## src/include/wisc_macros.svh

```systemverilog
/*
   Shared constants for the WISC decode and execute datapath.
   Holds the word width, the 5-bit opcodes and the 2-bit function codes.
   Include it wherever these values are needed.
*/
`ifndef WISC_MACROS_SVH
`define WISC_MACROS_SVH

`define WORD_W 16

// I-format arithmetic and logic
`define OP_ADDI  5'b01000
`define OP_SUBI  5'b01001
`define OP_XORI  5'b01010
`define OP_ANDNI 5'b01011

// immediate shifts and rotates
`define OP_ROLI  5'b10100
`define OP_SLLI  5'b10101
`define OP_RORI  5'b10110
`define OP_SRLI  5'b10111

// memory
`define OP_ST    5'b10000
`define OP_LD    5'b10001

// R-format groups, function bits pick the operation
`define OP_RALU  5'b11011
`define OP_RSHF  5'b11010
`define OP_BTR   5'b11001

// set instructions
`define OP_SEQ   5'b11100
`define OP_SLT   5'b11101
`define OP_SLE   5'b11110
`define OP_SCO   5'b11111

// branches on Rs
`define OP_BEQZ  5'b01100
`define OP_BNEZ  5'b01101
`define OP_BLTZ  5'b01110
`define OP_BGEZ  5'b01111

// immediate loads
`define OP_LBI   5'b11000
`define OP_SLBI  5'b10010

// jumps
`define OP_J     5'b00100
`define OP_JR    5'b00101
`define OP_JAL   5'b00110
`define OP_JALR  5'b00111

// function bits of the R-type ALU group
`define FN_ADD   2'b00
`define FN_SUB   2'b01
`define FN_XOR   2'b10
`define FN_ANDN  2'b11

// function bits of the R-type shift group
`define FN_ROL   2'b00
`define FN_SLL   2'b01
`define FN_ROR   2'b10
`define FN_SRL   2'b11

`endif

```

## src/wiscPkg.sv

```systemverilog
/*
   Types shared by the decoder, the execute stage and the testbench.
   Import with wiscPkg::* in the module header.
*/
`include "wisc_macros.svh"

package wiscPkg;

   typedef logic [`WORD_W-1:0] wordT;
   typedef logic [4:0]         opcodeT;
   typedef logic [2:0]         aluOpT;
   typedef logic [2:0]         resSelT;
   typedef logic [1:0]         pcSelT;
   typedef logic [1:0]         condT;

   // alu operations, low four follow opcode bits 12:11 of the shifts
   localparam aluOpT aluRol  = 3'd0;
   localparam aluOpT aluSll  = 3'd1;
   localparam aluOpT aluRor  = 3'd2;
   localparam aluOpT aluSrl  = 3'd3;
   localparam aluOpT aluAdd  = 3'd4;
   localparam aluOpT aluAnd  = 3'd5;
   localparam aluOpT aluXor  = 3'd6;
   localparam aluOpT aluPass = 3'd7;

   // result select
   localparam resSelT resAlu  = 3'd0;
   localparam resSelT resSet  = 3'd1;
   localparam resSelT resBtr  = 3'd2;
   localparam resSelT resLink = 3'd3;
   localparam resSelT resImm  = 3'd4;
   localparam resSelT resZero = 3'd5;

   // next-pc select
   localparam pcSelT pcSeq    = 2'd0;
   localparam pcSelT pcBranch = 2'd1;
   localparam pcSelT pcRel    = 2'd2;
   localparam pcSelT pcReg    = 2'd3;

   // condition codes, equal to opcode bits 12:11 of branch and set
   localparam condT condEq = 2'd0;
   localparam condT condNe = 2'd1;
   localparam condT condLt = 2'd2;
   localparam condT condGe = 2'd3;
   localparam condT setEq  = 2'd0;
   localparam condT setLt  = 2'd1;
   localparam condT setLe  = 2'd2;
   localparam condT setCo  = 2'd3;

endpackage

```

## src/claAdder16.sv

```systemverilog
/*
   16-bit carry-lookahead adder made of four 4-bit groups.
   Group generate and propagate feed a second lookahead level.
   Used for the ALU sum and for PC-relative targets.
*/
`timescale 1ns/1ps

module claAdder16 import wiscPkg::*; (
   input  wordT a,
   input  wordT b,
   input  logic cin,
   output wordT sum,
   output logic cout
);

   logic [15:0] g, p, c;
   logic [3:0]  gg, gp;
   logic [4:0]  gc;

   assign g = a & b;
   assign p = a ^ b;

   // group generate and propagate
   for (genvar i = 0; i < 4; i++) begin : grp
      assign gg[i] = g[4*i+3] | (p[4*i+3] & g[4*i+2])
                   | (p[4*i+3] & p[4*i+2] & g[4*i+1])
                   | (p[4*i+3] & p[4*i+2] & p[4*i+1] & g[4*i]);
      assign gp[i] = &p[4*i+3:4*i];

      // carries inside the group
      assign c[4*i]   = gc[i];
      assign c[4*i+1] = g[4*i] | (p[4*i] & gc[i]);
      assign c[4*i+2] = g[4*i+1] | (p[4*i+1] & g[4*i]) | (p[4*i+1] & p[4*i] & gc[i]);
      assign c[4*i+3] = g[4*i+2] | (p[4*i+2] & g[4*i+1]) | (p[4*i+2] & p[4*i+1] & g[4*i])
                      | (p[4*i+2] & p[4*i+1] & p[4*i] & gc[i]);
   end

   // second level lookahead across the groups
   assign gc[0] = cin;
   assign gc[1] = gg[0] | (gp[0] & cin);
   assign gc[2] = gg[1] | (gp[1] & gg[0]) | (gp[1] & gp[0] & cin);
   assign gc[3] = gg[2] | (gp[2] & gg[1]) | (gp[2] & gp[1] & gg[0])
                | (gp[2] & gp[1] & gp[0] & cin);
   assign gc[4] = gg[3] | (gp[3] & gg[2]) | (gp[3] & gp[2] & gg[1])
                | (gp[3] & gp[2] & gp[1] & gg[0]) | (&gp & cin);

   assign sum  = p ^ c;
   assign cout = gc[4];

endmodule

```

## src/aluCore.sv

```systemverilog
/*
   16-bit ALU with optional inversion of either input.
   Supports rotate, shift, add, and, xor and pass-A.
   Shift and rotate amounts come from the low 4 bits of inB.
   cout and ofl describe the adder, zero describes out.
*/
`timescale 1ns/1ps

module aluCore import wiscPkg::*; (
   input  wordT  inA,
   input  wordT  inB,
   input  aluOpT op,
   input  logic  invA,
   input  logic  invB,
   input  logic  cin,
   output wordT  out,
   output logic  cout,
   output logic  zero,
   output logic  ofl
);

   wordT        a, b;
   wordT        addSum;
   logic [3:0]  amt;
   logic [31:0] rolWide, rorWide;

   // inversion ahead of every operation
   assign a = invA ? ~inA : inA;
   assign b = invB ? ~inB : inB;

   assign amt = b[3:0];

   claAdder16 adder (
      .a   (a),
      .b   (b),
      .cin (cin),
      .sum (addSum),
      .cout(cout)
   );

   // doubled word makes rotates a plain shift
   assign rolWide = {a, a} << amt;
   assign rorWide = {a, a} >> amt;

   always_comb begin
      case (op)
         aluRol:  out = rolWide[31:16];
         aluSll:  out = a << amt;
         aluRor:  out = rorWide[15:0];
         aluSrl:  out = a >> amt;
         aluAdd:  out = addSum;
         aluAnd:  out = a & b;
         aluXor:  out = a ^ b;
         default: out = a;
      endcase
   end

   // signed overflow, operands agree in sign but the sum does not
   assign ofl  = (a[15] == b[15]) && (addSum[15] != a[15]);
   assign zero = (out == '0);

endmodule

```

## src/instrDecode.sv

```systemverilog
/*
   Combinational decoder for one WISC instruction word.
   Produces ALU controls, the extended immediate and the result and PC selects.
   Opcodes it does not know decode as a no-op with a zero result.
*/
`timescale 1ns/1ps
`include "wisc_macros.svh"

module instrDecode import wiscPkg::*; (
   input  wordT   instr,
   output aluOpT  aluOp,
   output logic   invA,
   output logic   invB,
   output logic   useImm,
   output logic   shiftImm,
   output logic   slbi,
   output logic   isSet,
   output logic   memRead,
   output logic   memWrite,
   output logic   ofEnable,
   output wordT   immVal,
   output resSelT resSel,
   output pcSelT  pcSel,
   output condT   cond
);

   opcodeT op;
   wordT   imm5s, imm5z, imm8s, imm8z, disp11s;

   assign op = instr[15:11];

   // immediate forms
   assign imm5s   = {{11{instr[4]}}, instr[4:0]};
   assign imm5z   = {11'b0, instr[4:0]};
   assign imm8s   = {{8{instr[7]}}, instr[7:0]};
   assign imm8z   = {8'b0, instr[7:0]};
   assign disp11s = {{5{instr[10]}}, instr[10:0]};

   always_comb begin
      // no-op defaults
      aluOp    = aluPass;
      invA     = 1'b0;
      invB     = 1'b0;
      useImm   = 1'b0;
      shiftImm = 1'b0;
      slbi     = 1'b0;
      isSet    = 1'b0;
      memRead  = 1'b0;
      memWrite = 1'b0;
      ofEnable = 1'b0;
      immVal   = '0;
      resSel   = resZero;
      pcSel    = pcSeq;
      cond     = condEq;
      case (op)
         `OP_ADDI, `OP_SUBI: begin
            // subi is imm - rs, so rs is inverted with carry in
            aluOp    = aluAdd;
            invA     = (op == `OP_SUBI);
            useImm   = 1'b1;
            immVal   = imm5s;
            ofEnable = 1'b1;
            resSel   = resAlu;
         end
         `OP_XORI, `OP_ANDNI: begin
            aluOp  = (op == `OP_XORI) ? aluXor : aluAnd;
            invB   = (op == `OP_ANDNI);
            useImm = 1'b1;
            immVal = imm5z;
            resSel = resAlu;
         end
         `OP_ROLI, `OP_SLLI, `OP_RORI, `OP_SRLI: begin
            aluOp    = {1'b0, op[1:0]};
            shiftImm = 1'b1;
            immVal   = imm5z;
            resSel   = resAlu;
         end
         `OP_ST, `OP_LD: begin
            // address is rs + sign-extended imm5
            aluOp    = aluAdd;
            useImm   = 1'b1;
            immVal   = imm5s;
            memWrite = (op == `OP_ST);
            memRead  = (op == `OP_LD);
            resSel   = resAlu;
         end
         `OP_RALU: begin
            resSel = resAlu;
            case (instr[1:0])
               `FN_ADD: begin
                  aluOp    = aluAdd;
                  ofEnable = 1'b1;
               end
               `FN_SUB: begin
                  // rt - rs
                  aluOp    = aluAdd;
                  invA     = 1'b1;
                  ofEnable = 1'b1;
               end
               `FN_XOR:  aluOp = aluXor;
               default: begin
                  aluOp = aluAnd;
                  invB  = 1'b1;
               end
            endcase
         end
         `OP_RSHF: begin
            aluOp  = {1'b0, instr[1:0]};
            resSel = resAlu;
         end
         `OP_BTR:  resSel = resBtr;
         `OP_SEQ, `OP_SLT, `OP_SLE, `OP_SCO: begin
            // adder runs rs + rt for the carry of sco
            aluOp  = aluAdd;
            isSet  = 1'b1;
            cond   = op[1:0];
            resSel = resSet;
         end
         `OP_BEQZ, `OP_BNEZ, `OP_BLTZ, `OP_BGEZ: begin
            immVal = imm8s;
            cond   = op[1:0];
            pcSel  = pcBranch;
         end
         `OP_LBI: begin
            immVal = imm8s;
            resSel = resImm;
         end
         `OP_SLBI: begin
            // low byte of rs<<8 is zero, so xor acts as or
            aluOp  = aluXor;
            slbi   = 1'b1;
            useImm = 1'b1;
            immVal = imm8z;
            resSel = resAlu;
         end
         `OP_J, `OP_JAL: begin
            immVal = disp11s;
            pcSel  = pcRel;
            resSel = (op == `OP_JAL) ? resLink : resZero;
         end
         `OP_JR, `OP_JALR: begin
            aluOp  = aluAdd;
            useImm = 1'b1;
            immVal = imm8s;
            pcSel  = pcReg;
            resSel = (op == `OP_JALR) ? resLink : resZero;
         end
         default: ;
      endcase
   end

endmodule

```

## src/executeStage.sv

```systemverilog
/*
   Combinational execute stage.
   Muxes the ALU operands, evaluates set and branch conditions,
   picks the result and resolves the next PC.
   Flags are taken from the final result, ofl only where enabled.
*/
`timescale 1ns/1ps

module executeStage import wiscPkg::*; (
   input  wordT   regData1,
   input  wordT   regData2,
   input  wordT   incPc,
   input  wordT   immVal,
   input  aluOpT  aluOp,
   input  logic   invA,
   input  logic   invB,
   input  logic   useImm,
   input  logic   shiftImm,
   input  logic   slbi,
   input  resSelT resSel,
   input  pcSelT  pcSel,
   input  condT   cond,
   input  logic   isSet,
   input  logic   memRead,
   input  logic   memWrite,
   input  logic   ofEnable,
   output wordT   result,
   output wordT   newPc,
   output logic   zero,
   output logic   ofl
);

   wordT opA, opB, aluOut, relTarget, btrOut;
   logic aluCout, aluZero, aluOfl;
   logic setHit, branchHit, condTrue;

   // slbi moves rs up a byte before the immediate is merged in
   assign opA = slbi ? (regData1 << 8) : regData1;

   // immediate shifts take only the 4-bit amount
   assign opB = shiftImm ? {12'b0, immVal[3:0]} : (useImm ? immVal : regData2);

   aluCore alu (
      .inA (opA),
      .inB (opB),
      .op  (aluOp),
      .invA(invA),
      .invB(invB),
      .cin (invA | invB),
      .out (aluOut),
      .cout(aluCout),
      .zero(aluZero),
      .ofl (aluOfl)
   );

   // target for branches and pc-relative jumps
   claAdder16 pcAdder (
      .a   (incPc),
      .b   (immVal),
      .cin (1'b0),
      .sum (relTarget),
      .cout()
   );

   always_comb begin
      for (int i = 0; i < 16; i++) begin
         btrOut[i] = regData1[15-i];
      end
   end

   // set conditions compare rs against rt
   always_comb begin
      case (cond)
         setEq:   setHit = (regData1 == regData2);
         setLt:   setHit = ($signed(regData1) < $signed(regData2));
         setLe:   setHit = ($signed(regData1) <= $signed(regData2));
         default: setHit = aluCout;
      endcase
   end

   // branches see rs passed straight through the alu
   always_comb begin
      case (cond)
         condEq:  branchHit = aluZero;
         condNe:  branchHit = !aluZero;
         condLt:  branchHit = aluOut[15];
         default: branchHit = !aluOut[15];
      endcase
   end

   assign condTrue = isSet ? setHit : branchHit;

   always_comb begin
      case (resSel)
         resAlu:  result = aluOut;
         resSet:  result = {15'b0, condTrue};
         resBtr:  result = btrOut;
         resLink: result = incPc;
         resImm:  result = immVal;
         default: result = '0;
      endcase
   end

   always_comb begin
      case (pcSel)
         pcBranch: newPc = condTrue ? relTarget : incPc;
         pcRel:    newPc = relTarget;
         // jr and jalr add the immediate to rs in the alu
         pcReg:    newPc = aluOut;
         default:  newPc = incPc;
      endcase
   end

   assign zero = (result == '0);

   // memory ops never report overflow on the address add
   assign ofl = ofEnable & aluOfl & !(memRead | memWrite);

endmodule

```

## src/resultStage.sv

```systemverilog
/*
   Output register behind the execute stage.
   Data is captured on each valid instruction and held otherwise.
   Valid and flag outputs pulse for one cycle per instruction.
*/
`timescale 1ns/1ps

module resultStage import wiscPkg::*; (
   input  logic clk,
   input  logic rstN,
   input  logic instrValid,
   input  wordT result,
   input  wordT newPc,
   input  logic zero,
   input  logic ofl,
   input  logic memRead,
   input  logic memWrite,
   output logic outValid,
   output logic zeroOut,
   output logic oflOut,
   output logic memReadOut,
   output logic memWriteOut,
   output wordT resultOut,
   output wordT newPcOut
);

   always_ff @(posedge clk or negedge rstN) begin
      if (!rstN) begin
         outValid    <= 1'b0;
         zeroOut     <= 1'b0;
         oflOut      <= 1'b0;
         memReadOut  <= 1'b0;
         memWriteOut <= 1'b0;
         resultOut   <= '0;
         newPcOut    <= '0;
      end else begin
         // flags drop on idle cycles
         outValid    <= instrValid;
         zeroOut     <= instrValid & zero;
         oflOut      <= instrValid & ofl;
         memReadOut  <= instrValid & memRead;
         memWriteOut <= instrValid & memWrite;
         if (instrValid) begin
            resultOut <= result;
            newPcOut  <= newPc;
         end
      end
   end

endmodule

```

## src/wiscExecTop.sv

```systemverilog
/*
   Decode and execute top level.
   Decoder and execute stage are combinational, the result stage adds
   one cycle, so outputs follow each valid instruction by one clock.
*/
`timescale 1ns/1ps

module wiscExecTop import wiscPkg::*; (
   input  logic clk,
   input  logic rstN,
   input  logic instrValid,
   input  wordT instr,
   input  wordT regData1,
   input  wordT regData2,
   input  wordT incPc,
   output logic outValid,
   output wordT result,
   output wordT newPc,
   output logic zero,
   output logic ofl,
   output logic memRead,
   output logic memWrite
);

   aluOpT  aluOp;
   logic   invA, invB, useImm, shiftImm, slbi, isSet, ofEnable;
   logic   decMemRead, decMemWrite;
   wordT   immVal, exResult, exNewPc;
   resSelT resSel;
   pcSelT  pcSel;
   condT   cond;
   logic   exZero, exOfl;

   instrDecode decode (
      .instr   (instr),
      .aluOp   (aluOp),
      .invA    (invA),
      .invB    (invB),
      .useImm  (useImm),
      .shiftImm(shiftImm),
      .slbi    (slbi),
      .isSet   (isSet),
      .memRead (decMemRead),
      .memWrite(decMemWrite),
      .ofEnable(ofEnable),
      .immVal  (immVal),
      .resSel  (resSel),
      .pcSel   (pcSel),
      .cond    (cond)
   );

   executeStage execute (
      .regData1(regData1),
      .regData2(regData2),
      .incPc   (incPc),
      .immVal  (immVal),
      .aluOp   (aluOp),
      .invA    (invA),
      .invB    (invB),
      .useImm  (useImm),
      .shiftImm(shiftImm),
      .slbi    (slbi),
      .resSel  (resSel),
      .pcSel   (pcSel),
      .cond    (cond),
      .isSet   (isSet),
      .memRead (decMemRead),
      .memWrite(decMemWrite),
      .ofEnable(ofEnable),
      .result  (exResult),
      .newPc   (exNewPc),
      .zero    (exZero),
      .ofl     (exOfl)
   );

   resultStage outReg (
      .clk        (clk),
      .rstN       (rstN),
      .instrValid (instrValid),
      .result     (exResult),
      .newPc      (exNewPc),
      .zero       (exZero),
      .ofl        (exOfl),
      .memRead    (decMemRead),
      .memWrite   (decMemWrite),
      .outValid   (outValid),
      .zeroOut    (zero),
      .oflOut     (ofl),
      .memReadOut (memRead),
      .memWriteOut(memWrite),
      .resultOut  (result),
      .newPcOut   (newPc)
   );

endmodule

```

## config.mk

```make
export PLATFORM = sky130hd
export DESIGN_NAME = wiscExecTop
export DESIGN_NICKNAME = d
export VERILOG_FILES = /design/src/wiscPkg.sv /design/src/claAdder16.sv /design/src/aluCore.sv /design/src/instrDecode.sv /design/src/executeStage.sv /design/src/resultStage.sv /design/src/wiscExecTop.sv
export VERILOG_INCLUDE_DIRS = /design/src /design/src/include
export SDC_FILE = /design/constraint.sdc
export NUM_CORES = 1
export LEC_CHECK = 0
export BUFFER_PORTS_ARGS = -buffer_cell sky130_fd_sc_hd__buf_2
export CAP_MARGIN = 20
export CORE_MARGIN = 5
export CORE_UTILIZATION = 60
export CTS_CLUSTER_DIAMETER = 200
export DETAILED_ROUTE_END_ITERATION = 8
export MAX_ROUTING_LAYER = met4
export PLACE_DENSITY = 0.82
export SYNTH_ARGS = -nofsm -noshare
export SYNTH_HDL_FRONTEND = slang
export SYNTH_SLANG_ARGS = --single-unit
```

## constraint.sdc

```tcl
create_clock -name clk -period 1.1 [get_ports clk]
set_clock_uncertainty 0.15 [all_clocks]
set_input_delay 0.22 -clock clk [delete_from_list [all_inputs] [get_ports clk]]
set_output_delay 0.22 -clock clk [all_outputs]
set_load 0.03 [all_outputs]
```

==> results of run 1 <==
metrics by stage:
| stage | utilization | hold WS (ns) | area (sq um) |
|---|---|---|---|
| 2_1_floorplan | - | -0.2256 | 8392 |
| 3_3_place_gp | 0.8879 | 0.04479 | 11850 |
| 3_5_place_dp | 0.8879 | 0.05041 | 11850 |
cells in the mapped netlist, types with 13 or more instances:
cell      count
o21a_1       14
clkbuf_1     32
a22oi_1      25
a21o_1       30
o22ai_1      24
nor3_1       31
inv_1        49
o21ai_1      14
buf_2        14
nand3_1      29
ha_1         48
a211oi_1     14
mux2i_1      48
dfrtp_1      37
nor2_1       83
o21ai_0      66
xnor2_1      38
a31oi_1      14
a21oi_1      92
and2_1       17
o211ai_1     13
mux2_2       17
a221oi_1     15
nand2_1      84
cells by family after synthesis:
group	after synthesis
flops	37
buf+inv	117
mux	70
fa+ha+maj	57
compound gates	447
xor+xnor	46
simple gates	320
==> metrics.txt, run 1 <==
status=aborted with a tool error; Fail Step=4_1_cts; Log Error=[ERROR DPL-0038] Utilization greater than 100%, impossible to legalize; DP Cell Count=1715; hold-fix buffers at CTS=1; number of flops mapped to enable cells by yosys=0; Mapped Area=8199 sq um; Synth Area in Compound Gates=0.3832; Std-Cell Rows=42; Initial Util=0.6143; CTS Sinks=37; leading area contributor after synthesis=dfrtp_1; dpl hpwl=38.00 mm; Syn Area/Cell=7.495 sq um; mux contribution to synthesized area=0.09187; worst slack, placed=-5.572 ns; GPL Wtd Cong=1.268; register bit total from synthesis=37; post-synth cell types=111; post-synthesis sequential area ratio=0.1129; H-tree lvl count=2; synth warn=0; top cells by area, synth=dfrtp_1 (11%), ha_1 (7.3%), mux2i_1 (5.9%); Cells after Synth=1094; I/O pins=104; Max clock buf depth=2; Synth Area in Adders=0.09400; Die Span X=126.9 um; Yosys top cell area share=0.1129; Synth async-reset ratio=1.000; main flop type after synthesis=dfrtp_1; CTS buffer count=5; XOR/XNOR Fraction of Synth Area=0.05234; IO Port Bufs=103; Setup Fix Bufs, Post-CTS=91; Clock Root Buffer=clkbuf_16; Die Height=126.9 um; number of gates resized after CTS=281; largest family of logic cells by synthesized area=compound AO/OA/AOI/OAI gates; simple-gate share of the synthesized area=0.1985; Post-Syn Nets=1217
==> run 2, diff against run 1 <==
- CORE_UTILIZATION: 60 -> 40
- CTS_CLUSTER_DIAMETER: 200 -> default
- MAX_ROUTING_LAYER: met4 -> default
- PLACE_DENSITY: 0.82 -> default
- PLACE_DENSITY_LB_ADDON: default -> 0.15
==> metrics.txt, run 2 <==
# nets final=1837; Vias=12834; hold_ws=0.1193 ns; number of flops mapped to enable cells by yosys=0 (unchanged); peak supply drop=604.1 uV; main flop type after synthesis=dfrtp_1; GR Overflow Total=0; clock share of power=0.102; die area=23460 sq um; drt drc=1; Post-DRT Antenna Nets=0; Mapped Area=8199 sq um (unchanged); leading area contributor after synthesis=dfrtp_1; Die Height=153.2 um (+21%); dpl hpwl=38.89 mm (+2.4%); 1st-iter DRT viols=1490; synth warn=0 (unchanged); post-layout min period=5.499 ns; Worst Path Required=1.17 ns; DP Cell Count=1856 (+8.2%); Initial Util=0.4052 (-0.2091); final worst-path cycle share=4.999; largest net degree at the start of global routing=38; IO Port Bufs=103 (unchanged); largest registers=outReg.newPcOut x16, outReg.resultOut x16; Yosys top cell area share=0.1129 (unchanged); Worst Tran Pin Value=1.166 ns; final setup violating endpoints=71; top-count cell post-synth=a21oi_1; Fmax achieved=181.8 MHz; post-synthesis sequential area ratio=0.1129 (unchanged); post-synth cell types=111 (unchanged); Clock Root Buffer=clkbuf_16; Pwr Density=1005 nW/um^2; commonest non-fill, non-tap cell in the layout=buf_4; met2 usage=0.6477; failing checks=design-rule violations, negative setup slack; Slew headroom=0.2224; first-pass GRT wire length=73.62 mm; Static Leak=7.148 nW; Seq pwr share=0.108; final critical-path setup slack=-4.399 ns; Setup CP Type=in2reg; clock latency on the worst-skew pair=0.30 ns; initial antenna violation count=1; status=finished, violations left; synth cell count leaders=a21oi_1 (92), nand2_1 (84), nor2_1 (83); Post-Syn Nets=1217 (unchanged); Fin Setup TNS=-132.35 ns; H-tree lvl count=2 (unchanged); met3 usage=0.07973; clk slew on worst S/H paths=0.07 ns; Post-Route WL=51.73 mm; CTS buffer count=5 (unchanged); Hold Vio Cnt, Final=0; I/O pins=104 (unchanged); vias per std cell=6.462; critical path peak fanout=5; Pint=8.268 mW; MaxCap Viol Count=0; final std cells w/o fill=1986; GPL Wtd Cong=1.060 (-16%); Syn Area/Cell=7.495 sq um (unchanged); Design Area, Final=15270 sq um; worst slack, placed=-5.067 ns (+0.5045 ns); First-pass DRT Iterations=9; Cells after Synth=1094 (unchanged); RSZ-0062 raised after global routing=true; M1 GR Usage=0.5041; fin. max-slew vios=0; Sw Share=0.4612; Critical Path End Type=flip-flop; core area=20230 sq um; Max clock buf depth=2 (unchanged); Die Span X=153.2 um (+21%); Setup crit start kind=primary input; Critical Path AT=5.57 ns; most used routing layer in global routing=met2; switching power=7.077 mW; layout cells sized above 1=0.5440; area grow syn2layout=86.30%; area post-placement=12320 sq um (+4.0%); overall power=15.34 mW; class of the worst hold path=in2reg; Std-Cell Rows=52 (+24%); most frequent cells in the layout=buf_4 (481), buf_6 (107), nand2_1 (78), nor2_1 (69), buf_2 (62); top cells by area, synth=dfrtp_1 (11%), ha_1 (7.3%), mux2i_1 (5.9%); Comb pwr share=0.790; CTS Sinks=37 (unchanged); routed length per instance=26.05 um; fin util=0.7549; CTS tree=done; GRT Overall Usage=0.4034; vias in the first global route=12207; Synth async-reset ratio=1.000 (unchanged); register bit total from synthesis=37 (unchanged)
[run 2: cell counts after synthesis]
Identical to the previous run, type by type.
[run 2: timing repair]
item | 4_1_cts | 5_1_grt
hold buffers | 1 | 0
endpoints found under the setup margin | 72 | 72
gates resized for setup | 292 | 145
pin swaps | 80 | 83
hold endpoints to repair | 37 | 0
setup buffers | 89 | 62
gates cloned | 1 | 1
[run 2: cell type report]
type	count	area, sq um
Sequential cell	37	925.9
Antenna cell	1	2.502
Timing Repair Buffer	675	5594
Inverter	55	229.0
Clock inverter	3	17.52
Tap cell	270	337.8
Multi-Input combinational cell	940	8043
Fill cell	1471	4960
Clock buffer	5	125.1
[run 2: worst max-delay path, stage by stage]
cell	delay, ns
buf_8	0.10
buf_6	0.12
or3b_4	0.41
o211a_4	0.17
a211o_4	0.35
a21o_4	0.22
nand2_4	0.08
inv_4	0.04
ha_4	0.26
nand2_4	0.05
a211oi_2	0.24
o21a_4	0.22
a31oi_4	0.10
o21bai_4	0.14
a21oi_2	0.08
fa_2	0.53
o21ai_2	0.06
a221oi_2	0.23
o221ai_1	0.16
a21oi_2	0.23
a32oi_2	0.14
nor4_2	0.25
buf_4	0.17
nand2_4	0.06
a211oi_4	0.33
buf_4	0.17
mux2_4	0.30
o2bb2ai_4	0.12
[run 2: power groups by stage]
stage	sequential (mW)	clock (mW)	combinational [mW]
after global routing	1.68	1.58	12.6
after CTS	1.67	1.51	10.6
after global placement	1.65	0	8.85
final	1.66	1.56	12.1
after detailed placement	1.65	0	8.88
after floorplan	1.97	0	4.19
[run 2: per-layer routing]
metal  share of wire  vias up
li1                -     5454
met1            0.37     6113
met2            0.45      956
met3            0.10      309
met4           0.082        2
met5          0.0014        -
[run 2: worst paths after layout]
path,start,to,slack [ns],depth (start not counted)
max,instr[12],outReg.newPcOut[12],-4.40,28
min,incPc[15],outReg.newPcOut[15],0.12,3
max reg2reg,outReg.newPcOut[5],outReg.newPcOut[5],-0.12,3
min reg2reg,outReg.resultOut[4],outReg.resultOut[4],0.38,1
max in group asynchronous,rstN,outReg.memWriteOut,0.29,3
min in group asynchronous,rstN,outReg.outValid,0.29,3
[run 2: kinds of logic (layout without fill, tap and decap cells)]
kind of cell               count (synthesis)  after routing  synth area share
muxes                                     70             70           0.09186
and+or+nand+nor                          320            320            0.1985
AOI/OAI and AO/OA                        447            447            0.3832
buffers and inverters                    117            738           0.06715
DFF                                       37             37            0.1129
other                                      0              1                 0
adders and majority gates                 57             57           0.09400
xor gates and xnor gates                  46             46           0.05234
Power figures use the tool's default switching activity.
